`src/verilog/mem_pkg.sv`:
```
/*
 * Shared definitions for the console memory controller.
 * Holds the bus address map, the transfer size codes, word and lane
 * widths, the depths of each memory, and the bus address type.
 * Modules pull these in with a wildcard import in their header.
 */

`default_nettype none

package mem_pkg;

    // Data path
    localparam int WORD_W = 32;
    localparam int LANES  = 4;

    // Transfer size codes on bus_size
    localparam logic [1:0] SIZE_BYTE = 2'd0;
    localparam logic [1:0] SIZE_HALF = 2'd1;
    localparam logic [1:0] SIZE_WORD = 2'd2;

    // Regions, taken from the top address byte
    localparam logic [7:0] REGION_WORK    = 8'h03;
    localparam logic [7:0] REGION_IO      = 8'h04;
    localparam logic [7:0] REGION_PALETTE = 8'h05;

    // Work RAM is reduced and aliases above its size
    localparam int WORK_WORDS = 2048;

    // Palette RAM, background half first, then the object half
    localparam int          PAL_HALF_WORDS = 128;
    localparam logic [9:0]  PAL_OBJ_OFFSET = 10'h200;

    // I/O block covers offsets 0x000 to 0x20F
    localparam int IO_WORDS        = 132;
    localparam int IO_KEYINPUT_IDX = 76;
    localparam int IO_IE_IF_IDX    = 128;
    localparam int IO_FIFO_A_IDX   = 40;

    // DMA sound FIFO
    localparam int FIFO_DEPTH   = 8;
    localparam int FIFO_COUNT_W = 4;

    /*
     * Bus address, seen either as region plus byte offset, or as
     * word index plus byte lane
     */
    typedef union packed {
        struct packed {
            logic [7:0]  region;
            logic [23:0] offset;
        } as_region;
        struct packed {
            logic [29:0] word;
            logic [1:0]  lane;
        } as_word;
    } bus_addr_t;

endpackage : mem_pkg

`default_nettype wire

```
`src/verilog/byte_ram.sv`:
```
/*
 * Dual port word RAM with byte enables.
 * Port a is the bus side and writes any set of lanes at the edge.
 * Port b is read only. Both ports return data one cycle after the
 * address. DEPTH sets the number of words.
 */

`timescale 1ns/1ps
`default_nettype none

module byte_ram
    import mem_pkg::*;
#(
    parameter int DEPTH = 128
) (
    input  logic                     clock,
    input  logic [$clog2(DEPTH)-1:0] a_addr,
    input  logic [LANES-1:0]         a_we,
    input  logic [WORD_W-1:0]        a_wdata,
    output logic [WORD_W-1:0]        a_rdata,
    input  logic [$clog2(DEPTH)-1:0] b_addr,
    output logic [WORD_W-1:0]        b_rdata
);

    logic [WORD_W-1:0] mem [DEPTH];

    // Bus port, old data is returned on a write cycle
    always_ff @(posedge clock) begin
        for (int i = 0; i < LANES; i++) begin
            if (a_we[i]) begin
                mem[a_addr][i*8 +: 8] <= a_wdata[i*8 +: 8];
            end
        end
        a_rdata <= mem[a_addr];
    end

    // Read only port
    always_ff @(posedge clock) begin
        b_rdata <= mem[b_addr];
    end

endmodule : byte_ram

`default_nettype wire

```
`config.mk`:
```
export PLATFORM = sky130hd
export DESIGN_NAME = byte_ram
export DESIGN_NICKNAME = d
export VERILOG_FILES = /design/src/verilog/mem_pkg.sv /design/src/verilog/byte_ram.sv
export SDC_FILE = /design/constraint.sdc
export NUM_CORES = 2
export LEC_CHECK = 0
export BUFFER_PORTS_ARGS = -buffer_cell sky130_fd_sc_hd__buf_2
export CORE_ASPECT_RATIO = 1.2
export CORE_MARGIN = 2
export CORE_UTILIZATION = 48
export CTS_CLUSTER_DIAMETER = 30
export DETAILED_ROUTE_END_ITERATION = 10
export SETUP_SLACK_MARGIN = 0.05
export SYNTH_ARGS = -nofsm -noshare
export SYNTH_HDL_FRONTEND = slang
export SYNTH_SLANG_ARGS = --single-unit
```
`constraint.sdc`:
```
create_clock -name clock -period 5.5 [get_ports clock]
set_input_delay 1.1 -clock clock [delete_from_list [all_inputs] [get_ports clock]]
set_output_delay 1.1 -clock clock [all_outputs]
set_load 0.05 [all_outputs]
```
==> Word level (Yosys, flattened, before mapping) <==
Memories as Yosys holds them, arrays and structs flattened. A register that Yosys moved wholly into a read port is not among the register bits.
Index checks and enable logic that the tools add are counted.
{ "classes": {"mux": 8} }
{ "ops": {"columns": ["cell", "count"], "rows": [
  ["1-bit two-way mux", 8]
]} }
{ "totals": {"ff_bits": 0, "mem_bits_rw": 4096, "inputBits": 51, "out_inout_bits": 64, "wordCells": 9, "mem_count": 1} }
{ "mem_list": {"columns": ["name", "depth", "word_bits", "read_ports", "rd_clocked_by_memory_dff", "write_ports", "line", "rtl"], "rows": [
  ["mem", 128, 32, 2, 2, 1, "byte_ram.sv:25", "logic [WORD_W-1:0] mem [DEPTH];"]
]} }

==> Logic depth before layout (Yosys ltp) <==
{ "depth": {"word_depth": 2, "depth_mapped": 13, "mapped_depth_nobuf": 7} }

==> Worst setup path after synthesis <==
OpenSTA, ideal clock, no wires.
{ "synth_timing": {"path_kind": "input-to-reg", "from": "input port a_addr[0]", "to": "memory mem[119][0] (enable)", "setup_ns": 0.370, "arrival_time_ns": 3.207, "required_time_ns": 5.130, "path_slack_ns": 1.923, "cell_stages": 11, "n_path_buf": 9, "cell_sequence": "buf_4 -> buf_6 -> buf_6 -> buf_6 -> buf_6 -> buf_2 -> buf_2 -> buf_2 -> nand2_1 -> clkbuf_1 -> nor2_1"} }
{ "synth_rtl": {"columns": ["item", "line", "rtl"], "rows": [
  ["start: declaration", "byte_ram.sv:17", "input logic [$clog2(DEPTH)-1:0] a_addr,"],
  ["end: declaration", "byte_ram.sv:25", null]
]} }
Straight into the memory's write port.

==> metrics.md <==
| Metric | Value |
|---|---|
| FF-to-FF Start | mem[119][18]$_DFFE_PP_ |
| Worst hold slack | a little over 0.3 ns |
| Failing checks | max-slew violations |
| Fill cells | approximately 30000 |
| DR WL/cell | approximately 45 microns |
| Chip height | ~700 microns |
| Leakage | roughly 76 nW |
| 1st-iter DRT viols | around 22000 |
| Maximum VDD drop | 0.419 mV |
| Post_cts resized | 0 |
| Tot Pwr | about 91 mW |
| Antenna viol nets, final | 0 |
| HP Class | input port to flip-flop |
| First-pass GRT wire length | roughly 1100000 microns |
| CP delay by family, top | buffers and inverters |
| Postcts setup bufs | 0 |
| Relative slew slack | -10.3% |
| Crit-path max FO | 41 |
| Critical Path End Type | flip-flop |
| Syn Area/Cell | 18.0 sq um |
| DRC Markers | 0 |
| CTS buffer count | around 760 |
| Pwr Density | between 300 and 400 mW/mm^2 |
| Cell with the most instances after synthesis | edfxtp_1 |
| Tmin final | 4.40 ns |
| Async S/R FF share, synth | 0% |
| Largest net degree at the start of global routing | ~110 |
| DP Cell Count | roughly 16000 |
| Port-buffer cells | 114 |
| CTS tree | yes |
| Clk_lat worst skew | approximately 1.2 ns |
| # rows | around 250 |
| Worst Path Buf+Inv | 4 |
| Fmax | around 0.23 GHz |
| Synth warn | 0 |
| CTS clk-pin slew, worst paths | roughly 0.06 ns |
| Root Driver | clkbuf_16 |
| CP Cell Sequence | buf_8, buf_12, buf_4, mux2_2, a221oi_1, a221oi_1, a21oi_1, o21ai_0, nor4_1, buf_4, o221ai_1 |
| Final core area utilization | roughly 58% |
| Area leader, netlist | edfxtp_1 |
| Top FF cell, synth | edfxtp_1 |
| Fraction of layout cells with a size suffix above 1 | a little over a third |
| Syn_nets | approximately 11000 |
| Clk_skew | approximately 0.047 ns |
| CP max stage delay | roughly 1.1 ns |
| Crit path kind | input port to flip-flop |
| Min-delay src | a_wdata[21] |
| CP arrival | between 5 and 6 ns |
| Post-synth top area share | 64.3% |
| Max cap viols | 0 |
| Crit share post-route | between 70% and 80% |
| Slew Viols, Final | 1 |
| Netlist Area Pre-Place | 0.191 sq mm |
| Hold_buf cts | 0 |
| Overflow after GRT | 0 |
| Flop and latch count out of synthesis | 4160 |
| Final setup fails | 0 |
| Unrepaired setup endpoints after global routing | false |
| GPL Wtd Cong | 0.993 |
| Post-Layout Cell Count | approximately 18000 |
| Setup TNS | 0 ns |
| Core Area | just under 0.4 sq mm |
| Syn-to-layout area delta | 20.9% |
| Clock Path Buffers | 4 |
| Status | finished, violations left |
| Drt pass-1 iters | 8 |
| Sequential share of the synthesized area | 64.9% |
| Routed via count | 130499 |
| Io pins | 115 |
| Overall fraction of global-route tracks in use | a little under 40% |
| Top cells by area, synth | edfxtp_1, mux4_2, a221oi_1 |
| CP max stage cell | nor4_1 |
| # H-tree levels | 6 |
| Detailed Route WL | 802000 microns |
| Worst EP required | about 6.5 ns |
| Synth cell count leaders | edfxtp_1, mux4_2, nor2_1, a221oi_1, mux2i_1 |
| Synth cell types | 70 |
| CP Launch Type | input port |
| Worst Setup SP | a_addr[1] |
| Sink Count | approximately 4200 |
| Vias in the first global route | ~130k |
| Cells after Synth | about 11000 |
| Slew @ Worst Pin | 1.65 ns |
| Initial antenna violation count | 81 |
| Die Wd | a little under 600 microns |
| DIE AREA | 0.404 sq mm |
| Post-layout net count | 11791 |
| Via/cell ratio | ~7.4 |
| Final hold violation count | 0 |
| HPWL after DPL | between 500000 and 600000 microns |
| Number of flops mapped to enable cells by yosys | 4096 |
| Initial core utilization | between 40% and 50% |
logic make-up after synthesis:
family	Yosys count	share of synthesized area, %
buf+inv	951	2.39
simple gates	1294	2.72
flops	4160	64.9
compound gates	1986	7.61
mux	2262	22.3
per-stage QoR:
step | instance area [sq um] | setup WS, ns
floorplan | 191000 | 1.92
global placement | 205000 | 0.158
detailed placement | 205000 | 0.227
CTS | 231000 | 1.38
global route | 231000 | 1.16
finish | 231000 | 1.10
registers in the layout, summed over array words and instances, names as in the netlist:
signal,flops
a_rdata,32
mem,4096
b_rdata,32
layout by cell type (no fill, tap or decap), types with 15 or more instances in the layout:
master,instances
edfxtp_1,4096
clkinv_4,77
a31oi_1,26
diode_2,61
a22o_1,105
nand3_1,21
buf_4,1057
inv_8,32
a22oi_1,209
mux2i_1,423
o21ai_0,251
clkbuf_16,773
mux2_2,260
o22ai_1,293
nor3_1,22
o221ai_1,79
o2bb2ai_1,15
nor2_1,839
inv_6,68
a221o_1,54
nor4_1,37
o211ai_1,30
o22a_1,17
clkinvlp_4,77
a221oi_1,574
nand2_1,258
bufinv_16,95
buf_2,72
buf_12,136
clkinv_1,70
a21oi_1,237
mux4_2,1574
nand2_2,24
clkinv_2,111
clkinv_8,18
clkbuf_1,68
dfxtp_1,64
path summary, 6_finish.rpt:
check / end / slack [ns] / cells past startpoint
hold reg to reg: a_rdata[3]$_DFF_P_ / 0.68 / 4
setup reg to reg: a_rdata[18]$_DFF_P_ / 2.01 / 8
hold / removal: mem[57][21]$_DFFE_PP_ / 0.31 / 1
setup / recovery: a_rdata[22]$_DFF_P_ / 1.10 / 11
cell type report:
class / count / area, sq um / area share, %
Tap cell: 5248 / 6570 / 2.84
Antenna cell: 61 / 153 / 0.0660
Clock buffer: 851 / 19700 / 8.53
Inverter: 6 / 52.6 / 0.0227
Sequential cell: 4160 / 124000 / 53.7
Multi-Input combinational cell: 5542 / 62800 / 27.1
Timing Repair Buffer: 1273 / 11100 / 4.82
Clock inverter: 569 / 6670 / 2.88
metal layers:
metal	vias up	track usage, %	wire (microns)
met3	3024	11.6	107000
met1	67278	46.5	254000
met2	11870	59.1	359000
met4	46	33.3	81000
met5	-	0	318
li1	48281	-	-
power by group:
part           total [mW]  leakage, nW  switching (mW)  internal, mW
Clock                48.0         12.7            17.4          30.6
Sequential           35.3         37.4           0.215          35.1
Combinational        7.29         25.9            4.93          2.36
No activity file was read; power rests on OpenSTA's default activity.
