===== src/verilog/mem_pkg.sv =====
/*
 * Shared definitions for the console memory controller.
 * Holds the bus address map, the transfer size codes, word and lane
 * widths, the depths of each memory, and the bus address type.
 * Modules pull these in with a wildcard import in their header.
 */

`default_nettype none

package mem_pkg;

    // Data path
    localparam int WORD_W = 32;
    localparam int LANES  = 4;

    // Transfer size codes on bus_size
    localparam logic [1:0] SIZE_BYTE = 2'd0;
    localparam logic [1:0] SIZE_HALF = 2'd1;
    localparam logic [1:0] SIZE_WORD = 2'd2;

    // Regions, taken from the top address byte
    localparam logic [7:0] REGION_WORK    = 8'h03;
    localparam logic [7:0] REGION_IO      = 8'h04;
    localparam logic [7:0] REGION_PALETTE = 8'h05;

    // Work RAM is reduced and aliases above its size
    localparam int WORK_WORDS = 2048;

    // Palette RAM, background half first, then the object half
    localparam int          PAL_HALF_WORDS = 128;
    localparam logic [9:0]  PAL_OBJ_OFFSET = 10'h200;

    // I/O block covers offsets 0x000 to 0x20F
    localparam int IO_WORDS        = 132;
    localparam int IO_KEYINPUT_IDX = 76;
    localparam int IO_IE_IF_IDX    = 128;
    localparam int IO_FIFO_A_IDX   = 40;

    // DMA sound FIFO
    localparam int FIFO_DEPTH   = 8;
    localparam int FIFO_COUNT_W = 4;

    /*
     * Bus address, seen either as region plus byte offset, or as
     * word index plus byte lane
     */
    typedef union packed {
        struct packed {
            logic [7:0]  region;
            logic [23:0] offset;
        } as_region;
        struct packed {
            logic [29:0] word;
            logic [1:0]  lane;
        } as_word;
    } bus_addr_t;

endpackage : mem_pkg

`default_nettype wire


===== src/verilog/bus_write_timing.sv =====
/*
 * Request latch and write pause for the CPU/DMA bus.
 * Every request is registered for one cycle. An accepted write raises
 * bus_pause for the next cycle, in which the master drives its data and
 * the byte-lane enables are decoded from the latched size and lane.
 */

`timescale 1ns/1ps
`default_nettype none

module bus_write_timing
    import mem_pkg::*;
(
    input  logic                 clock,
    input  logic                 reset,
    input  logic [31:0]          bus_addr,
    input  logic [1:0]           bus_size,
    input  logic                 bus_write,
    output logic                 bus_pause,
    output bus_addr_t            lat_addr,
    output logic                 lat_write,
    output bus_addr_t            mem_addr,
    output logic [LANES-1:0]     byte_we
);

    logic [1:0] lat_size;
    logic       write_taken;

    // A held write during pause is not taken a second time
    assign write_taken = bus_write & ~bus_pause;

    always_ff @(posedge clock or posedge reset) begin
        if (reset) begin
            lat_addr  <= '0;
            lat_size  <= SIZE_BYTE;
            lat_write <= 1'b0;
            bus_pause <= 1'b0;
        end else begin
            lat_addr  <= bus_addr;
            lat_size  <= bus_size;
            lat_write <= write_taken;
            bus_pause <= write_taken;
        end
    end

    // Memories see the held address while the write data is on the bus
    assign mem_addr = lat_write ? lat_addr : bus_addr;

    // Little endian lane enables
    always_comb begin
        byte_we = '0;
        if (lat_write) begin
            case (lat_size)
                SIZE_BYTE: byte_we[lat_addr.as_word.lane] = 1'b1;
                SIZE_HALF: byte_we = lat_addr.as_word.lane[1] ? 4'b1100 : 4'b0011;
                SIZE_WORD: byte_we = '1;
                default:   byte_we = '0;
            endcase
        end
    end

endmodule : bus_write_timing

`default_nettype wire


===== config.mk =====
export PLATFORM = sky130hd
export DESIGN_NAME = bus_write_timing
export DESIGN_NICKNAME = d
export VERILOG_FILES = /design/src/verilog/mem_pkg.sv /design/src/verilog/bus_write_timing.sv
export SDC_FILE = /design/constraint.sdc
export NUM_CORES = 1
export LEC_CHECK = 0
export BUFFER_PORTS_ARGS = -buffer_cell sky130_fd_sc_hd__buf_2
export CORE_AREA = 4 4 64 71
export CTS_CLUSTER_DIAMETER = 120
export DETAILED_ROUTE_END_ITERATION = 10
export DIE_AREA = 0 0 68 75
export PLACE_DENSITY_LB_ADDON = 0.2
export SLEW_MARGIN = 10
export SYNTH_ARGS = -nofsm -noshare
export SYNTH_HDL_FRONTEND = slang
export SYNTH_SLANG_ARGS = --single-unit

===== constraint.sdc =====
create_clock -name clock -period 1.33 [get_ports clock]
set_input_delay 0.266 -clock clock [delete_from_list [all_inputs] [get_ports clock]]
set_output_delay 0.266 -clock clock [all_outputs]
set_load 0.05 [all_outputs]

### Yosys cells after proc, flatten, opt, wreduce, memory -nomap -nowiden

Cells that the tools add are included.

* logic and storage cells: 17
* bits of input ports: 37
* output and inout port bits: 70
* register bits: 35

* muxes and demuxes: 6
* reductions and logical operators: 2
* eq/ne operators: 2
* $lt $le $gt $ge: 2
* bitwise operators: 2

Operators by type and width (number)
* 32-bit 2-to-1 mux: 1
* 4-bit case mux with 3 select lines: 1
* 4-bit 2-to-1 mux: 2
* 2-bit by 3-bit less-than comparator with 1-bit output (second input constant): 1
* 1-bit demux with 2-bit select: 1
* 2-bit by 1-bit == test with 1-bit output (second input constant): 1
* 2-bit == test (second input constant): 1
* 2-bit by 1-bit greater-or-equal comparator with 1-bit output (second input constant): 1
* 2-bit logical NOT: 1
* 1-bit AND: 1
* 1-bit logical AND: 1
* 1-bit 2-to-1 mux: 1
* 1-bit NOT: 1

### Longest topological paths before layout

Gate-level depths: netlist of the first run.

* depth after elaboration: 6
* gate-level depth with buffers: 4
* gate-level depth less buffers: 3

### Least setup slack after synthesis of the first run

No wires, ideal clock.

* path kind: flip-flop to output port
* start point: register lat_write
* end point: output port byte_we[1]
* slack: -808 ps
* arrival time: 1872 ps
* required time: 1064 ps
* cell stages (with the launch flop): 5
* cell sequence: dfrtp_1 > buf_6 > buf_8 > nand2_1 > a21oi_1

* longest elaborated chain between the ends: 1

Ends and longest elaborated chain
* start: declaration: line bus_write_timing.sv:21 `output logic lat_write,`
* start signal: assignment: line bus_write_timing.sv:41 `lat_write <= write_taken;`
* 4-bit 2-to-1 mux: line bus_write_timing.sv:52 `if (lat_write) begin`
* end: declaration: line bus_write_timing.sv:23 `output logic [LANES-1:0] byte_we`

No other way between the ends.

==> results of run 1 <==
-- stage by stage --
| stage | hold WS, ns | setup TNS, ns | instances | setup WS (ns) |
|---|---|---|---|---|
| 3_3_place_gp | 0.375 | -1.10 | 247 | -0.0573 |
| 4_1_cts | 0.0784 | -11.80 | 255 | -0.368 |
| 3_5_place_dp | 0.377 | -1.65 | 247 | -0.0779 |
| 2_1_floorplan | 0.297 | -5.86 | 87 | -0.187 |
| 5_1_grt | 0.0797 | -13.05 | 256 | -0.403 |
| 6_report | 0.0792 | -10.94 | 256 | -0.341 |
-- worst register-to-register path, delay by kind of cell (launching register included) --
family                 cells  cell delay (ns)
and+or+nand+nor            1             0.09
buffers and inverters      2             0.32
DFF                        1             0.44
-- worst paths after layout --
kind                       slack, ns                 from               endpoint  cells past startpoint
setup / recovery               -0.34  lat_write$_DFF_PP0_            mem_addr[1]                      3
hold / removal                  0.08                reset  lat_addr[9]$_DFF_PP0_                      3
setup reg to reg                0.41  lat_write$_DFF_PP0_    lat_write$_DFF_PP0_                      3
hold reg to reg                 0.78  lat_write$_DFF_PP0_    lat_write$_DFF_PP0_                      3
max in group asynchronous       0.92                reset  lat_addr[1]$_DFF_PP0_                      3
min in group clock              0.09          bus_size[0]  lat_size[0]$_DFF_PP0_                      1
-- state kept, by name, indices dropped and copies added, names as in the netlist --
name,count
lat_write,1
lat_size,2
lat_addr,32
-- kinds of logic (layout without fill, tap and decap cells) --
group,count (synthesis),count (layout),synth area share (%)
and+or+nand+nor,6,6,1.86
buffers and inverters,8,125,5.73
DFF,35,35,59.0
muxes,32,32,31.4
AOI/OAI and AO/OA,6,6,2.02
-- placed cells by master (no fill, tap or decap), drive strengths merged --
master	netlist	routed
nor2b	1	1
nor2	2	2
mux2	32	32
nand2b	1	1
inv	3	3
bufinv	0	2
buf	5	114
nand2	2	2
a21oi	4	4
o21ai	2	2
dfrtp	35	35
clkbuf	0	6
-- power groups by stage --
| stage | Clock (W) | Combinational, W | Sequential, W |
|---|---|---|---|
| after CTS | 0.00114 | 0.00114 | 0.00115 |
| after floorplan | 0 | 0.000611 | 0.00136 |
| after global routing | 0.00118 | 0.00118 | 0.00116 |
| after detailed placement | 0 | 0.00101 | 0.00117 |
| after global placement | 0 | 0.000997 | 0.00117 |
| final | 0.00110 | 0.00114 | 0.00116 |
-- metal layers --
metal / up-vias / wire [um] / GRT usage, %
met5: - / 0 / 0
met4: 0 / 31 / 4.64
met3: 4 / 458 / 7.16
met2: 74 / 1940 / 25.7
met1: 540 / 1210 / 14.2
li1: 529 / - / -
-- cell type report --
class,instances,area (sq um)
Fill cell,303,1400
Sequential cell,35,880
Timing Repair Buffer,114,800
Multi-Input combinational cell,44,617
Clock buffer,6,72.6
Tap cell,52,65.1
Clock inverter,2,60.1
Inverter,3,11.3
-- timing repair --
action	4_1_cts	5_1_grt
hold buffers	0	0
cloned	0	0
pin swaps	2	0
resized for setup	73	3
endpoints found under the setup margin	38	38
setup buffers	0	1
==> results summary, run 1 <==
The number of I/O port buffers came out at 106. The critical path is of the reg2out type. The number of nets with antenna violations after detailed routing is 0. Yosys instantiated no cell more often than sky130_fd_sc_hd__dfrtp_1. The aggregate global-route resource usage is 14.3%.

The worst slew margin relative to its limit came out at 71.6%. The I/O pin count came out at 107. The die area is 5100 sq um. Clock-pin slew was measured on the worst setup and hold paths at 0.07 ns. In the synthesized netlist the dominant register cell turns out to be sky130_fd_sc_hd__dfrtp_1.

Summed over all nets, the half-perimeter wirelength after detailed placement is 2.81 mm. The utilization after layout came out at 64.2%. The detailed-routing iteration count for the pre-antenna-repair pass came out at 4. At the later pin of the worst-skew pair, clock insertion delay measures 0.28 ns. The cell that appears most often on the critical path is sky130_fd_sc_hd__buf_4. Setup repair after global routing could not meet its margin everywhere. STA classifies the critical path endpoint as a primary output.

The area share of the leading cell type in the synthesized netlist is 59.0%. In this run the worst hold path is classified as in2async. The clock passes through at most 2 buffers. Of the total power, the share spent switching nets is 32.9%.

The final worst slack came out at -0.341 ns. The total CTS buffers came out at 5. The critical path goes through buf_4, mux2_2, buf_4.

The critical path contains buffers and inverters numbering 2 combined. The internal portion of the total power is 0.00227 W. The post-synthesis instance total is 87.

Summed over all nets, the switching power comes to 0.00111 W. For this run, the top clock speed supported by timing is 0.598 GHz. The overall overflow remaining after global route is 0.

The combinational cell fraction of total power came out at 33.5%. The number of max-slew violations in the final report was 0. The width of the die came out at 68 um.

The clock sink count came out at 35. The post-synthesis net count came out at 124. The height of the chip is 75 um. The cell sitting at the root of the clock tree is a sky130_fd_sc_hd__clkbuf_8. Among all stages on the critical path, the largest delay is contributed by sky130_fd_sc_hd__dfrtp_2. The area of the core is 3900 sq um. The CTS tree is yes. The mean post-synth cell area came out at 17.1 sq um.

The clock network is responsible for 32.3% of the overall power. The total number of yosys warnings is 0. STA classifies the critical path startpoint as a flop.

In this run the cell area of the synthesized design comes to 1480 sq um. The register area share after synthesis came out at 59.0%. In this design, the stage delay of the slowest critical-path cell is 0.41 ns. The final clock period utilization by the worst path came out at 126%. The checks that failed: setup timing.

The overall routed net length came out at 3.63 mm. The count of distinct cell types in the synthesized netlist is 14. The dominant delay contributor by cell family on the critical path is flip-flops. Synthesis inferred 35 register bits. The number of antenna violations at the first check in global routing is 0.

The average wire per cell in the routed design is 14.2 um. The minimum period implied by the final worst setup slack came out at 1.67 ns. The number of H-tree branching levels came out at 2. The share of layout cells above drive strength 1 is 81.4%. The power density normalized to cell area is 1350 nW/um^2.

The overall power came out at 0.00339 W. The count of routing violations after the opening detailed-route iteration is 9. Sorting the synthesized cells by area gives the leading types as sky130_fd_sc_hd__dfrtp_1 (59%), sky130_fd_sc_hd__mux2_4 (28%), sky130_fd_sc_hd__mux2_2 (3.0%), sky130_fd_sc_hd__buf_12 (2.7%), sky130_fd_sc_hd__a21oi_1 (1.3%).

The final-stage net count is 240. The clock tree skew after final layout came out at 0 ns. The maximum fanout along the worst path came out at 6.

The placed instance area is 2130 sq um. The worst-case IR drop observed on VDD is 998 uV. The hold violation total from the final report came out at 0. The area growth from synthesis to layout is 68.8%. The biggest area contributor in the post-synthesis netlist is sky130_fd_sc_hd__dfrtp_1. The via total after detailed routing came out at 1,147. Row generation in the floorplan step produced 24 rows. The via-per-instance ratio came out at 4.48. At the worst endpoint, the required time is 1.06 ns. Once the floorplan was initialized, standard cells occupied 38.0% of the core. Registers are responsible for 34.1% of the overall power.

For the worst setup path, the data arrival time is 1.40 ns. Entering global routing, the biggest net connects 36 pins. The number of violations of the max-capacitance limit came out at 0. Counting flops with a built-in enable in the synthesized netlist gives 0. The weighted congestion at the end of routability-driven global placement came out at 0.673. The number of antenna diodes came out at 0. The wire length of the first global-routing pass is 5.41 mm.

The number of global-route vias before repair is 1,269. Setup violations remaining at the end of the flow were counted as 38. The transition time at the pin with the least slew margin came out at 0.426 ns. After detailed routing, the number of remaining DRC violations is 0. By count the netlist is led by sky130_fd_sc_hd__dfrtp_1 (35), sky130_fd_sc_hd__mux2_4 (28), sky130_fd_sc_hd__a21oi_1 (4), sky130_fd_sc_hd__mux2_2 (4), sky130_fd_sc_hd__inv_1 (3). The static leakage power came out at 1.29 nW. The async set-or-reset flop fraction in the synthesized netlist came out at 100%. The flow ran to the end, but the final reports show violations. With fillers left out, the area of the finished cells amounts to 2500 sq um.
(Power assumes the default switching activity.)
==> run 2: changes to the inputs <==
--- a/config.mk
+++ b/config.mk
@@ -6,10 +6,10 @@
 export NUM_CORES = 1
 export LEC_CHECK = 0
 export BUFFER_PORTS_ARGS = -buffer_cell sky130_fd_sc_hd__buf_2
-export CORE_AREA = 4 4 64 71
+export CORE_AREA = 4 4 90 66
 export CTS_CLUSTER_DIAMETER = 120
 export DETAILED_ROUTE_END_ITERATION = 10
-export DIE_AREA = 0 0 68 75
+export DIE_AREA = 0 0 94 70
 export PLACE_DENSITY_LB_ADDON = 0.2
 export SLEW_MARGIN = 10
 export SYNTH_ARGS = -nofsm -noshare
==> run 2 against run 1 <==
- the flow still finishes with violations (setup timing)
- hold slack got worse by 0.072 ns
- total power fell by 7.2%
- sequential power barely moved
- non-clock buffer count did not move
- register-to-register slack improved by 0.12 ns
- wire length rose by 2.1%
- utilization fell by 15 points
- critical path depth did not move
- sequential share of layout area fell by 0.52 points
- critical path type unchanged
- critical endpoint is now mem_addr[2]
==> results summary, run 2 (synthesis gave the netlist of run 1 again) <==
The I/O pin count is 107. The signal arrival time at the worst endpoint came out at 1.39 ns. Setup violations remaining at the end of the flow were counted as 38. For this design the ratio of total power to cell area is 1240 nW/um^2. The classification of the worst-slack hold path is in2async. The commonest non-fill, non-tap cell in the layout is sky130_fd_sc_hd__buf_2. The minimum period implied by the final worst setup slack is 1.66 ns. The half-perimeter wire length of the detailed placement result is 2.74 mm. The average wire per cell in the routed design is 13.4 um. Traced cell by cell, the critical path runs through buf_12, mux2_2, buf_6. The routed layout has 1,123 vias.

The number of H-tree branching levels is 2. The run finished, with violations left. For the pin with the worst max-slew slack, the measured transition is 0.251 ns. The count of hold-fix buffers inserted at cts is 0. The clock sink count came out at 35.

Entering global routing, the biggest net connects 20 pins. STA classifies the critical path startpoint as a flop. TritonCTS created 5 clock buffers. The worst slew margin relative to its limit is 83.2%. The worst setup path is captured at a primary output. The hold violation total from the final report was 0.

At the later pin of the worst-skew pair, clock insertion delay measures 0.28 ns. More flip-flops sit in one register than any other, and that register is lat_addr. The via-per-instance ratio is 4.07. The checks that failed: setup timing. Routability-driven placement finished with a final weighted congestion of 0.651. The maximum fanout along the worst path came out at 17. The largest registers in the layout are lat_addr x32, lat_size x2, lat_write x1. The utilization after layout is 49.7%. The first global-routing pass estimated 5.78 mm of wire. The total area inside the core boundary comes to 5120 sq um. In this design, the largest share of critical-path delay is due to flip-flops. The share of layout cells above drive strength 1 came out at 80.4%. The number of antenna violations at the first check in global routing came out at 0.

The aggregate global-route resource usage came out at 11.4%. In this run the remaining antenna-violating nets after routing total 0. After global routing the overflow that remains totals 0. The number of global-route vias before repair came out at 1,169. In the layout the commonest cells are sky130_fd_sc_hd__buf_2 (68), sky130_fd_sc_hd__buf_6 (38), sky130_fd_sc_hd__dfrtp_1 (32). The overall routed net length is 3.71 mm. The register with the most flip-flops in the layout has 32 of them. The static leakage power came out at 1.29 nW. The number of max-slew violations in the final report is 0. Setup slack on the critical path of the routed design comes to -0.329 ns. Leaving out filler cells and counting taps, the final layout contains 276.

The total number of placement rows is 22. The count of routing violations after the opening detailed-route iteration is 12. The number of DRC violations after detailed routing is 0.

The number of antenna diodes is 0. Dividing the final minimum period by the clock period gives 125%. The cell at the root of the clock tree is sky130_fd_sc_hd__clkbuf_8. Buffers placed on the I/O ports in this run total 106. The worst-case vdd ir drop is 628 uV.

The number of violations of the max-capacitance limit came out at 0. At the end of the flow, the number of nets in the layout was 240. The die area is 6580 sq um. Derived from the worst setup path, the maximum achievable clock frequency is 0.603 GHz. The clock tree skew after final layout is 0 ns. The cell at the slowest stage of the critical path is sky130_fd_sc_hd__dfrtp_2.

The number of buffers and inverters on the critical path is 2. The maximum cell stage delay along the critical path is 0.41 ns. TritonCTS built the clock tree. The detailed-routing iteration count for the pre-antenna-repair pass is 3. Relative to the synthesized area, the layout overhead comes to 71.3%. The height of the chip came out at 70 um. The starting density of the core is 29.0%. The total instance count after detailed placement came out at 266. The clock-pin slew of the registers on the worst-case setup and hold paths came out at 0.07 ns. The setup path with the least slack is of type reg2out. STA puts the critical path data required time at 1.06 ns. Setup repair after global routing could not meet its margin everywhere. The maximum number of buffers from clock root to sink came out at 2. The floorplan step set the die width to 94 um.
run 2: cell types whose count changed in the layout (fill, tap and decap cells not counted), moves of 2 or more:
cell / previous run / this run
sky130_fd_sc_hd__buf_6: 27 / 38
sky130_fd_sc_hd__buf_4: 18 / 5
sky130_fd_sc_hd__buf_12: 1 / 3
sky130_fd_sc_hd__a21oi_4: 4 / 2
sky130_fd_sc_hd__bufinv_16: 2 / 0
sky130_fd_sc_hd__a21oi_2: 0 / 2
sky130_fd_sc_hd__clkbuf_8: 5 / 7
run 2: worst paths after layout:
kind,start,to,slack (ns),cells after the start
max in group asynchronous,reset,lat_write$_DFF_PP0_,1.08,3
setup / recovery,lat_write$_DFF_PP0_,mem_addr[2],-0.33,3
setup reg to reg,lat_write$_DFF_PP0_,lat_write$_DFF_PP0_,0.53,2
min in group clock,bus_size[0],lat_size[0]$_DFF_PP0_,0.10,1
hold / removal,reset,lat_addr[22]$_DFF_PP0_,0.007,3
hold reg to reg,lat_write$_DFF_PP0_,lat_write$_DFF_PP0_,0.69,2
run 2: layout make-up:
cell class              count  area, sq um
flip-flops and latches     35          880
well taps                  72         90.1
fillers                   465         2580
repair buffers            114          866
clock buffers               8          100
inverters                   3         11.3
multi-input cells          44          596
run 2: what timing repair did:
item | CTS | global route
endpoints found under the hold margin | 0 | 0
buffers inserted | 0 | 2
resized for setup | 76 | 7
setup endpoints to repair | 38 | 38
pin swaps | 2 | 0
run 2: routing by layer:
metal | global-route usage [%] | vias up | routed length [um]
met5 | 0 | - | 0
met4 | 3.85 | 0 | 37
met3 | 5.06 | 5 | 413
met2 | 17.9 | 65 | 1700
met1 | 13.8 | 526 | 1560
li1 | - | 527 | -
run 2: worst register-to-register path, cell delays in order, from the launching register on:
cell,delay [ns]
sky130_fd_sc_hd__dfrtp_2,0.44
sky130_fd_sc_hd__buf_12,0.17
sky130_fd_sc_hd__nor2b_1,0.12
run 2: through the flow:
stage / setup TNS, ns / area [sq um] / hold slack (ns) / total power (W) / setup WS, ns
floorplan: -5.86 / 1550 / 0.297 / 0.00197 / -0.187
global placement: -1.36 / 2160 / 0.307 / 0.00218 / -0.0659
detailed placement: -1.62 / 2160 / 0.308 / 0.00218 / -0.0862
CTS: -11.36 / 2500 / 0.00745 / 0.00317 / -0.362
global route: -12.72 / 2540 / 0.0331 / 0.00329 / -0.382
finish: -10.87 / 2540 / 0.00687 / 0.00314 / -0.329
run 2: power by group:
| group | switching (W) | leakage (nW) | internal, W |
|---|---|---|---|
| clock network | 0.000354 | 0.0515 | 0.000472 |
| logic | 0.000735 | 0.835 | 0.000427 |
| registers | 0.0000336 | 0.405 | 0.00112 |
| total | 0.00112 | 1.29 | 0.00202 |
