[src/verilog/mem_pkg.sv]
/*
 * Shared definitions for the console memory controller.
 * Holds the bus address map, the transfer size codes, word and lane
 * widths, the depths of each memory, and the bus address type.
 * Modules pull these in with a wildcard import in their header.
 */

`default_nettype none

package mem_pkg;

    // Data path
    localparam int WORD_W = 32;
    localparam int LANES  = 4;

    // Transfer size codes on bus_size
    localparam logic [1:0] SIZE_BYTE = 2'd0;
    localparam logic [1:0] SIZE_HALF = 2'd1;
    localparam logic [1:0] SIZE_WORD = 2'd2;

    // Regions, taken from the top address byte
    localparam logic [7:0] REGION_WORK    = 8'h03;
    localparam logic [7:0] REGION_IO      = 8'h04;
    localparam logic [7:0] REGION_PALETTE = 8'h05;

    // Work RAM is reduced and aliases above its size
    localparam int WORK_WORDS = 2048;

    // Palette RAM, background half first, then the object half
    localparam int          PAL_HALF_WORDS = 128;
    localparam logic [9:0]  PAL_OBJ_OFFSET = 10'h200;

    // I/O block covers offsets 0x000 to 0x20F
    localparam int IO_WORDS        = 132;
    localparam int IO_KEYINPUT_IDX = 76;
    localparam int IO_IE_IF_IDX    = 128;
    localparam int IO_FIFO_A_IDX   = 40;

    // DMA sound FIFO
    localparam int FIFO_DEPTH   = 8;
    localparam int FIFO_COUNT_W = 4;

    /*
     * Bus address, seen either as region plus byte offset, or as
     * word index plus byte lane
     */
    typedef union packed {
        struct packed {
            logic [7:0]  region;
            logic [23:0] offset;
        } as_region;
        struct packed {
            logic [29:0] word;
            logic [1:0]  lane;
        } as_word;
    } bus_addr_t;

endpackage : mem_pkg

`default_nettype wire

[src/verilog/sound_fifo.sv]
/*
 * Eight entry DMA sound FIFO.
 * Words are pushed from the I/O block and popped by the sound mixer.
 * The head word is always visible on head, count gives the fill level.
 * Push when full and pop when empty are ignored; clr empties it at the
 * next edge.
 */

`timescale 1ns/1ps
`default_nettype none

module sound_fifo
    import mem_pkg::*;
(
    input  logic                    clock,
    input  logic                    reset,
    input  logic                    push,
    input  logic [WORD_W-1:0]       wdata,
    input  logic                    pop,
    input  logic                    clr,
    output logic [WORD_W-1:0]       head,
    output logic [FIFO_COUNT_W-1:0] count
);

    logic [WORD_W-1:0]             buffer [FIFO_DEPTH];
    logic [$clog2(FIFO_DEPTH)-1:0] get_ptr;
    logic [$clog2(FIFO_DEPTH)-1:0] put_ptr;
    logic                          full;
    logic                          empty;
    logic                          do_push;
    logic                          do_pop;

    assign full    = count == FIFO_COUNT_W'(FIFO_DEPTH);
    assign empty   = count == '0;
    assign do_push = push && !full;
    assign do_pop  = pop && !empty;

    always_ff @(posedge clock or posedge reset) begin
        if (reset) begin
            get_ptr <= '0;
            put_ptr <= '0;
            count   <= '0;
        end else if (clr) begin
            get_ptr <= '0;
            put_ptr <= '0;
            count   <= '0;
        end else begin
            if (do_push) begin
                put_ptr <= put_ptr + 1'b1;
            end
            if (do_pop) begin
                get_ptr <= get_ptr + 1'b1;
            end
            // Push and pop together leave the count alone
            if (do_push && !do_pop) begin
                count <= count + 1'b1;
            end else if (do_pop && !do_push) begin
                count <= count - 1'b1;
            end
        end
    end

    always_ff @(posedge clock) begin
        if (do_push && !clr) begin
            buffer[put_ptr] <= wdata;
        end
    end

    assign head = buffer[get_ptr];

endmodule : sound_fifo

`default_nettype wire
[config.mk]
export PLATFORM = sky130hd
export DESIGN_NAME = sound_fifo
export DESIGN_NICKNAME = d
export VERILOG_FILES = /design/src/verilog/mem_pkg.sv /design/src/verilog/sound_fifo.sv
export SDC_FILE = /design/constraint.sdc
export NUM_CORES = 1
export LEC_CHECK = 0
export ABC_AREA = 1
export BUFFER_PORTS_ARGS = -buffer_cell sky130_fd_sc_hd__buf_4
export CAP_MARGIN = 30
export CELL_PAD_IN_SITES_DETAIL_PLACEMENT = 0
export CELL_PAD_IN_SITES_GLOBAL_PLACEMENT = 1
export CORE_MARGIN = 2
export CORE_UTILIZATION = 45
export CTS_CLUSTER_SIZE = 8
export DETAILED_ROUTE_END_ITERATION = 16
export PLACE_DENSITY = 0.74
export SYNTH_ARGS = -nofsm -noshare
export SYNTH_HDL_FRONTEND = slang
export SYNTH_SLANG_ARGS = --single-unit
[constraint.sdc]
create_clock -name clock -period 2.8 [get_ports clock]
set_input_delay 0.28 -clock clock [delete_from_list [all_inputs] [get_ports clock]]
set_output_delay 0.28 -clock clock [all_outputs]
set_load 0.02 [all_outputs]
Yosys cells after proc, flatten, opt, wreduce, memory -nomap -nowiden
Memory sizes are Yosys's and may differ from the RTL's.
Cells that the tools add are included.
- register bits after elaboration: 10
- bits in writable memories: 256
- output and inout port bits: 36
- logic and storage cells: 32
- memories: 1
- memories (memory ; depth ; width ; rd ports ; clocked after memory_dff ; write ports ; RTL line ; RTL):
    buffer ; 8 ; 32 ; 1 ; 0 ; 1 ; sound_fifo.sv:25 ; logic [WORD_W-1:0] buffer [FIFO_DEPTH];
- $add $sub $neg: 4
- eq/ne operators: 1
- mux-type cells: 9
- reductions and logical operators: 14
- operator list (operator ; count):
    3-bit two-way mux ; 4
    4-bit two-way mux ; 3
    3-bit by 1-bit adder with 3-bit output, second input constant ; 2
    1-bit logical AND ; 5
    1-bit zero test ; 5
    4-bit by 1-bit adder with 4-bit output, second input constant ; 1
    4-bit equality test, second input constant ; 1
    4-bit zero test ; 1
    2-bit nonzero test ; 2
    4-bit by 1-bit subtractor with 4-bit output, second input constant ; 1
    3-bit nonzero test ; 1
    1-bit two-way mux ; 2

Logic depth before layout (Yosys ltp)
Gate-level depths: netlist of the first run.
- depth in word-level cells: 8
- gate-level depth with buffers: 11
- depth with buffers taken out: 11

Worst setup path after synthesis of the first run
Ideal clock, no wire load.
- path kind: register -> register
- start: reg count[3]
- end: mem buffer[0][0] (enable)
- library setup time: 0.421 ns
- arrival: 2.431 ns
- data required time: 2.379 ns
- path slack: -0.052 ns
- cell stages (with the launch flop): 8
- path through: dfrtp_1 -> inv_2 -> nor2_2 -> nand2_2 -> nand2_2 -> nor2_1 -> nand2_1 -> nor2_1
- word-level cells in the longest chain between the ends: 6
- ends and longest elaborated chain (item ; RTL line ; RTL):
    from (decl) ; sound_fifo.sv:22 ; output logic [FIFO_COUNT_W-1:0] count
    from (signal assigned) ; sound_fifo.sv:56 ; count <= count + 1'b1;
    from (signal assigned) ; sound_fifo.sv:58 ; count <= count - 1'b1;
    4-bit equality test ; sound_fifo.sv:33 ; assign full = count == FIFO_COUNT_W'(FIFO_DEPTH);
    1-bit zero test ; sound_fifo.sv:35 ; assign do_push = push && !full;
    1-bit logical AND ; sound_fifo.sv:35 ;
    1-bit logical AND ; sound_fifo.sv:64 ; if (do_push && !clr) begin
    1-bit two-way mux ; sound_fifo.sv:64 ;
    1-bit two-way mux (implied by the code) ; sound_fifo.sv:65 ; buffer[put_ptr] <= wdata;
    to (decl) ; sound_fifo.sv:25 ;
No other way between the ends.

Worst setup path after layout of the first run
- start: reg get_ptr[0]
- end: out head[28]
- word-level cells in the longest chain between the ends: 1
- ends and longest elaborated chain (item ; RTL line ; RTL):
    from (decl) ; sound_fifo.sv:26 ; logic [$clog2(FIFO_DEPTH)-1:0] get_ptr;
    from (signal assigned) ; sound_fifo.sv:52 ; get_ptr <= get_ptr + 1'b1;
    memory 8 x 32 bit ; - ;
    to (decl) ; sound_fifo.sv:21 ; output logic [WORD_W-1:0] head,
No other way between the ends.

==> results of run 1 <==
## cell type report
cell class	count	area [um^2]	area share, %
Clock buffer	44	1016	7.890
Sequential cell	266	7943	61.68
Tap cell	319	399.1	3.100
Inverter	16	62.56	0.4859
Multi-Input combinational cell	483	2328	18.08
Timing Repair Buffer	120	1069	8.298
Clock inverter	4	58.81	0.4567
## cell families after synthesis
kind of cell               synth area share (%)
and+or+nand+nor                           9.993
DFF                                       75.29
AOI/OAI and AO/OA                         10.78
buffers and inverters                     3.192
adders and majority gates                0.6646
xor gates and xnor gates                0.08309
## state kept, by name, indices dropped and copies added (netlist names)
register and count:
count 4, get_ptr 3, buffer 256, put_ptr 3
## power groups by stage
| stage | Sequential, mW | Clock, mW | Combinational [mW] |
|---|---|---|---|
| floorplan | 4.68 | 0 | 1.82 |
| detailed placement | 4.67 | 0 | 2.77 |
| global placement | 4.66 | 0 | 2.76 |
| CTS | 4.59 | 4.25 | 2.81 |
| finish | 4.60 | 4.16 | 2.79 |
| global route | 4.61 | 4.40 | 3.09 |
## worst max path at each step
stage	start	endpoint	slack [ns]	depth (start not counted)
CTS	get_ptr[0]$_DFFE_PP0P_	head[28]	0.12	7
floorplan	count[3]$_DFFE_PP0P_	buffer[0][0]$_DFFE_PP_	-0.05	7
global placement	count[3]$_DFFE_PP0P_	buffer[2][11]$_DFFE_PP_	0.64	8
detailed placement	count[3]$_DFFE_PP0P_	buffer[2][11]$_DFFE_PP_	0.57	8
global route	get_ptr[0]$_DFFE_PP0P_	head[28]	-0.001	6
finish	get_ptr[0]$_DFFE_PP0P_	head[28]	0.13	6
## cells in the final DEF (no fill, tap or decap), types with 18 or more instances in the layout
cell / Yosys / routed
a31oi_1: 32 / 32
buf_4: 7 / 85
clkbuf_16: 0 / 40
dlygate4sd3_1: 0 / 27
edfxtp_1: 256 / 256
nand2_1: 20 / 20
nor2_1: 234 / 226
o21ai_0: 117 / 117
o21ai_1: 18 / 18
o22ai_1: 32 / 32
## worst reg2reg max path, stage by stage (launching register included)
cell and delay (ns):
dfrtp_1 0.44, inv_2 0.10, nor2_2 0.04, nand2_2 0.09, nand2_2 0.07, nor2_1 0.19
nand2_1 0.28, nor2_4 0.40, buf_12 0.28
## repair_timing
item	CTS	global route
resized for setup	0	1
endpoints found under the hold margin	217	0
buffers inserted	0	0
hold buffers	27	0
endpoints found under the setup margin	0	1
## metrics by stage
step                hold slack, ns  setup slack (ns)  instances
floorplan                   0.1202          -0.05197        814
global placement            0.2947            0.6368       1177
detailed placement          0.2963            0.5673       1177
CTS                     0.00001232            0.1188       1252
global route             0.0006684         -0.001312       1252
finish                     0.01341            0.1263       1252
## routing by layer
| layer | vias up | share of wire (%) | track usage, % |
|---|---|---|---|
| li1 | 3169 | - | - |
| met3 | 38 | 5.1 | 4.020 |
| met1 | 3147 | 46 | 25.65 |
| met2 | 155 | 47 | 29.95 |
| met5 | - | 0 | 0 |
| met4 | 0 | 2.2 | 6.580 |
==> flow_summary.ini, run 1 <==
[synth]
synth_cells = 814
yosysWarnings = 0
yosys.area.top_type = edfxtp_1
synthesis.area_um2 = 10540
ys_async_sr_fraction_pct = 3.759
syn_avg_cell_area_um2 = 12.95
synth-main-ff-cell = edfxtp_1
ys_seq_area_share_pct = 75.29
synth_edf_count = 256
yosysTopAreaCellShare_pct = 72.92
synth_fp_nets = 856
synthTopCellsByArea = edfxtp_1 (73%), nor2_1 (8.3%), o21ai_0 (5.6%)
synth_most_common_cell = edfxtp_1
ys_ff_latch = 266
synthTopCellsByCount = edfxtp_1 (256), nor2_1 (234), o21ai_0 (117)
synth_cell_types = 29

[power_and_ir_drop]
pwr-share-comb_pct = 24.1
p_leak_nw = 4.471
clkPwrFrac_pct = 36.1
p_total_mw = 11.54
swShare_pct = 29.48
p_int_mw = 8.141
seq_power_share_pct = 39.8
power_density_nw_per_um2 = 896.5
p_switching_mw = 3.403
irDropWorstVdd_v = 0.0006648

[cells_and_area]
fillers = 1926
fin_util_pct = 55.35
nets = 968
synthToLayoutAreaGrowth_pct = 22.13
drive_above_1_share_pct = 17.15
design_area_um2 = 12880
diodes = 0

[cts]
clock-sinks = 266
cts_buffers = 39
worstSkewPairLatency_ns = 0.52
clockBufferDepth = 3
cts_tree = built
cts.clk_slew.worst_paths_ns = 0.05
cts_root_buf = clkbuf_16
cts.htree.levels = 2

[place]
port_buffers = 72
dp_hpwl_um = 11760
dpl_cell_area_um2 = 11530
globalplace.congestion = 0.7343

[min_path]
min_path_type = primary input to flip-flop
hold_path.startpoint = wdata[24]
worstHoldPathCells = 1
hold-path-endpoint = buffer[0][24]$_DFFE_PP_

[die]
die_w_um = 157.1
initial_utilization_pct = 45.32
rows = 56
ios = 73
dieHeight_um = 157.1
dieArea_um2 = 24670
core_region_area_um2 = 23260

[sta]
fin_crit_ns = 2.674
max_slew_margin_pct = 60.75
fin_setup_tns_ns = 0
finalHoldViolCount = 0
tightest_slew_ns = 0.5887
setup_viol = 0
finalClockSkew_ns = 0.01571
fmax_mhz = 374.0
fin_crit_sh_pct = 95.49
finalMaxSlewViolations = 0

[drt]
drtIter0Drc = 376
routed_wl_um = 22460
wl_per_cell_um = 17.94
viasPerCell = 5.199
antenna_left = 0
drcViolationCount = 0
drt-pass1-iter-count = 5
num_vias = 6509

[global_route]
grt_overflow = 0
antenna_found_initial = 0
grt_pass1_vias = 6426
grt_use_total_pct = 18.75
grt_pass1_wl_um = 35270
grt_max_degree = 130

[critical_path]
cp_top_family = compound AO/OA/AOI/OAI gates
critPathKind = flip-flop to output port
r2r_cells = 8
crit_path_start_kind = flip-flop
regToRegSetupSlack_ns = 0.58
path_cells = buf_12 > o21ai_0 > o22ai_1 > nor2_1 > a31oi_1 > buf_4
cp_slowest_cell = buf_12
cp.arrival_ns = 2.39
rr_endpoint = buffer[2][5]$_DFFE_PP_
reg2reg_from = count[3]$_DFFE_PP0P_
cp-end-kind = output port
worst_ep_required_time_ns = 2.52
cp_slowest_stage_delay_ns = 0.45
path_max_fanout = 129
worst-path-buf-inv = 2

[run_status]
outcome = finished clean

[flow_run]
drv_cap = 0
Note: power is estimated with default switching activity, not from simulation.
==> run 2: changes to the inputs <==
--- a/config.mk
+++ b/config.mk
@@ -13,6 +13,6 @@
 export CORE_MARGIN = 2
-export CORE_UTILIZATION = 45
+export CORE_UTILIZATION = 53
 export CTS_CLUSTER_SIZE = 8
 export DETAILED_ROUTE_END_ITERATION = 16
-export PLACE_DENSITY = 0.74
+export PLACE_DENSITY = 0.82
 export SYNTH_ARGS = -nofsm -noshare
==> constraint.sdc (replaced) <==
create_clock -name clock -period 3.1 [get_ports clock]
set_input_delay 0.62 -clock clock [delete_from_list [all_inputs] [get_ports clock]]
set_output_delay 0.62 -clock clock [all_outputs]
set_load 0.02 [all_outputs]
==> flow_summary.ini, run 2 (synthesized netlist as in run 1, its figures left out) <==
[sta]
tightest_slew_ns = 0.5760
hold_slack_ns = 0.1262
fmax_mhz = 335.3
fin_crit_ns = 2.982
finalClockSkew_ns = 0.01202
finalHoldViolCount = 0
setup_viol = 0
finalMaxSlewViolations = 0
fin_crit_sh_pct = 96.20
rsz0062_at_grt = no
max_slew_margin_pct = 61.60
fin_setup_tns_ns = 0

[cells_and_area]
diodes = 0
top_register = buffer
nets = 942
synthToLayoutAreaGrowth_pct = 19.37
mostFrequentLayoutCells = edfxtp_1 (256), nor2_1 (226), o21ai_0 (117)
layout_commonest_cell = edfxtp_1
largest_register_ff_count = 256
drive_above_1_share_pct = 17.52
reg.largest.list = buffer: 256 flops, count: 4 flops

[cts]
cts_hold_buf = 0
cts.htree.levels = 2
cts.repair.resized = 0
cts_buffers = 39
cts.clk_slew.worst_paths_ns = 0.05
cts_root_buf = clkbuf_16
clock-sinks = 266
cts_tree = built
post-cts-setup-buffer-count = 0
clockBufferDepth = 3
worstSkewPairLatency_ns = 0.50

[die]
initial_utilization_pct = 54.17
dieArea_um2 = 21040
ios = 73
rows = 51
core_region_area_um2 = 19460
dieHeight_um = 145.0
die_w_um = 145.0

[critical_path]
cp_slowest_cell = dfrtp_2
cp-end-kind = output port
worst_ep_required_time_ns = 2.48
crit_path_start_kind = flip-flop
cp.arrival_ns = 2.36
path_max_fanout = 30
cp_slowest_stage_delay_ns = 0.57
worst-path-buf-inv = 3
critPathKind = flip-flop to output port
path_cells = inv_2 > buf_6 > o21ai_0 > o22ai_1 > nor2_1 > a31oi_1 > buf_4
cp_top_family = buffers and inverters

[global_route]
grt_use_total_pct = 21.55
antenna_found_initial = 0
grt_overflow = 0
grt_pass1_vias = 6777
grt_max_degree = 130
grt_pass1_wl_um = 35570

[drt]
drt-pass1-iter-count = 5
drcViolationCount = 0
drtIter0Drc = 474
routed_wl_um = 23070
antenna_left = 0
wl_per_cell_um = 19.58
viasPerCell = 5.725
num_vias = 6744

[place]
port_buffers = 72
globalplace.congestion = 0.7887
dp_hpwl_um = 11930

[flow_run]
drv_cap = 0

[power_and_ir_drop]
p_leak_nw = 4.372
irDropWorstVdd_v = 0.0004713
power_density_nw_per_um2 = 830.9

[run_status]
outcome = finished clean

[min_path]
min_path_type = primary input to async pin
==> run 2: per-layer routing <==
layer / up-vias / GRT usage, % / part of all wire [%]
met1: 3371 / 28.36 / 44
met4: 0 / 7.178 / 1.7
met5: - / 0 / 0
li1: 3125 / - / -
met2: 211 / 35.83 / 49
met3: 37 / 4.906 / 5.7
==> run 2: worst reg2reg max path: stages, from the launching register on <==
cell and delay, ns:
dfrtp_1 0.46, inv_2 0.12, nor2_2 0.05, nand2_2 0.11, nand2_2 0.08, nor2_1 0.17
nand2_1 0.28, nor2_4 0.45, buf_12 0.28
==> run 2: area by class of cell <==
| type | instances | area, um^2 |
|---|---|---|
| clock inverters | 1 | 8.758 |
| inverters | 16 | 67.56 |
| well taps | 265 | 331.6 |
| clock buffers | 53 | 1071 |
| repair buffers | 94 | 834.6 |
| fillers | 1400 | 6878 |
| flip-flops and latches | 266 | 7943 |
| multi-input cells | 483 | 2328 |
==> run 2: final timing paths <==
check	from	to	slack (ns)	depth (start not counted)
hold / removal	reset	count[0]$_DFFE_PP0P_	0.13	2
hold reg to reg	put_ptr[0]$_DFFE_PP0P_	put_ptr[0]$_DFFE_PP0P_	0.60	2
setup / recovery	get_ptr[1]$_DFFE_PP0P_	head[28]	0.12	7
setup reg to reg	count[3]$_DFFE_PP0P_	buffer[2][31]$_DFFE_PP_	0.79	8
min in group clock	wdata[6]	buffer[3][6]$_DFFE_PP_	0.35	1
max in group asynchronous	reset	get_ptr[0]$_DFFE_PP0P_	2.63	2
==> run 2: power by group <==
group | internal, mW | switching [mW] | total, mW
Sequential | 4.09 | 0.101 | 4.19
Combinational | 0.926 | 1.62 | 2.55
Clock | 2.36 | 1.36 | 3.72
Total | 7.37 | 3.09 | 10.5
==> run 2: through the flow <==
stage	util (%)	setup WS [ns]	power (mW)	std cells	instance area, um^2
final	64.66	0.1177	10.46	1178	12580
after global routing	64.66	0.009176	10.93	1178	12580
after CTS	64.44	0.05274	10.46	1177	12540
after detailed placement	58.89	0.6295	6.714	1123	11460
after global placement	58.89	0.6715	6.636	1123	11460
after floorplan	-	0.2480	5.873	814	10540
==> run 3: changes to the inputs <==
CORE_UTILIZATION = 49   (was 53)
GPL_TIMING_DRIVEN = 0   (was not set)
PLACE_DENSITY = 0.76   (was 0.82)
clock period = 3.35 ns   (was 3.1 ns; I/O delays follow)
==> flow_summary.ini, run 3 (synthesized netlist as in run 1, its figures left out) <==
[cells_and_area]
mostFrequentLayoutCells = edfxtp_1 (256), nor2_1 (226), o21ai_0 (117)
instances_no_fill = 1217
reg.largest.list = buffer: 256 flops, count: 4 flops
design_area_um2 = 12730
diodes = 0
fillers = 1625
synthToLayoutAreaGrowth_pct = 20.79
layout_commonest_cell = edfxtp_1
multiInputGateArea_um2 = 2328
nets = 977
top_register = buffer
seq_area_um2 = 7938
largest_register_ff_count = 256
drive_above_1_share_pct = 18.58

[drt]
viasPerCell = 5.579
drt-pass1-iter-count = 5
antenna_left = 0
drtIter0Drc = 656
routed_wl_um = 24890
num_vias = 6790
wl_per_cell_um = 20.45
drcViolationCount = 0

[power_and_ir_drop]
power_density_nw_per_um2 = 766.7
p_leak_nw = 4.457
irDropWorstVdd_v = 0.0004783

[sta]
fin_crit_ns = 3.090
fin_setup_tns_ns = 0
fmax_mhz = 323.6
tightest_slew_ns = 0.7195
finalMaxSlewViolations = 0
setup_viol = 0
fin_crit_sh_pct = 92.25
rsz0062_at_grt = no
finalClockSkew_ns = 0.01366
hold_slack_ns = 0.1523
finalHoldViolCount = 0
max_slew_margin_pct = 52.03

[global_route]
grt_overflow = 0
grt_use_total_pct = 22.69
grt_max_degree = 24
grt_pass1_wl_um = 38130
antenna_found_initial = 0
grt_pass1_vias = 6750

[place]
dp_cells = 1169
port_buffers = 72
globalplace.congestion = 0.7843
dp_hpwl_um = 15650
dpl_cell_area_um2 = 11680

[critical_path]
reg2reg_from = count[3]$_DFFE_PP0P_
crit_path_start_kind = flip-flop
regToRegSetupSlack_ns = 0.97
worst_ep_required_time_ns = 2.68
cp-end-kind = output port
critPathKind = flip-flop to output port
path_max_fanout = 10
rr_endpoint = buffer[0][22]$_DFFE_PP_
cp.arrival_ns = 2.42
r2r_cells = 8

[cts]
cts_buffers = 39
cts_hold_buf = 0
cts_root_buf = clkbuf_16
worstSkewPairLatency_ns = 0.51
clock-sinks = 266
post-cts-setup-buffer-count = 0
cts.htree.levels = 2
cts.repair.resized = 0
clockBufferDepth = 3
cts_tree = built
cts.clk_slew.worst_paths_ns = 0.05

[die]
ios = 73
dieHeight_um = 150.7
die_w_um = 150.7
initial_utilization_pct = 49.99
core_region_area_um2 = 21090
rows = 53
dieArea_um2 = 22700

[run_status]
outcome = finished clean

[min_path]
min_path_type = primary input to async pin

[flow_run]
drv_cap = 0
## run 3: changes by cell type in the layout (fill, tap and decap cells not counted), moves of 3 or more
cell | previous run | this run
buf_12 | 7 | 4
buf_16 | 1 | 4
buf_2 | 0 | 17
buf_4 | 84 | 79
buf_6 | 1 | 4
clkbuf_1 | 12 | 22
clkbuf_2 | 0 | 3
## run 3: per-layer routing
layer	part of all wire [%]	track usage, %	vias up
li1	-	-	3194
met2	50	38.45	206
met1	42	30.08	3346
met5	0	0	-
met3	5.5	3.545	44
met4	2.4	7.804	0
## run 3: layout make-up
type	count	share of cell area, %
Buffer	49	2.171
Clock buffer	47	8.233
Clock inverter	1	0.06878
Inverter	16	0.4716
Multi-Input combinational cell	483	18.28
Sequential cell	266	62.33
Tap cell	275	2.702
Timing Repair Buffer	80	5.738
## run 3: worst max-delay path by stage
| stage | startpoint | end | slack (ns) | depth (start not counted) |
|---|---|---|---|---|
| 2_1_floorplan | count[3]$_DFFE_PP0P_ | buffer[0][0]$_DFFE_PP_ | 0.50 | 7 |
| 3_3_place_gp | push | buffer[7][17]$_DFFE_PP_ | -0.79 | 5 |
| 3_5_place_dp | get_ptr[0]$_DFFE_PP0P_ | head[31] | 0.83 | 8 |
| 4_1_cts | get_ptr[0]$_DFFE_PP0P_ | head[31] | 0.27 | 8 |
| 5_1_grt | get_ptr[0]$_DFFE_PP0P_ | head[13] | 0.21 | 6 |
| 6_report | get_ptr[0]$_DFFE_PP0P_ | head[31] | 0.26 | 8 |
## run 3: worst max-delay path, cell delays in order, from the launching register on
cell	delay (ns)
dfrtp_1	0.46
inv_2	0.13
buf_6	0.14
clkbuf_2	0.28
o21ai_0	0.15
o22ai_1	0.16
nor2_1	0.06
a31oi_1	0.31
buf_4	0.21
## run 3: power by group
group | internal (mW) | leakage, nW | switching, mW
clock | 2.15 | 0.516 | 1.27
sequential | 3.78 | 2.45 | 0.0635
combinational | 0.890 | 1.50 | 1.61
## run 3: through the flow
stage	worst slack (ns)	total power [mW]	util (%)
2_1_floorplan	0.4980	5.434	-
3_3_place_gp	-0.7949	6.315	54.19
3_5_place_dp	0.8321	6.405	55.38
4_1_cts	0.2704	9.830	60.39
5_1_grt	0.2080	10.22	60.39
6_report	0.2596	9.764	60.39
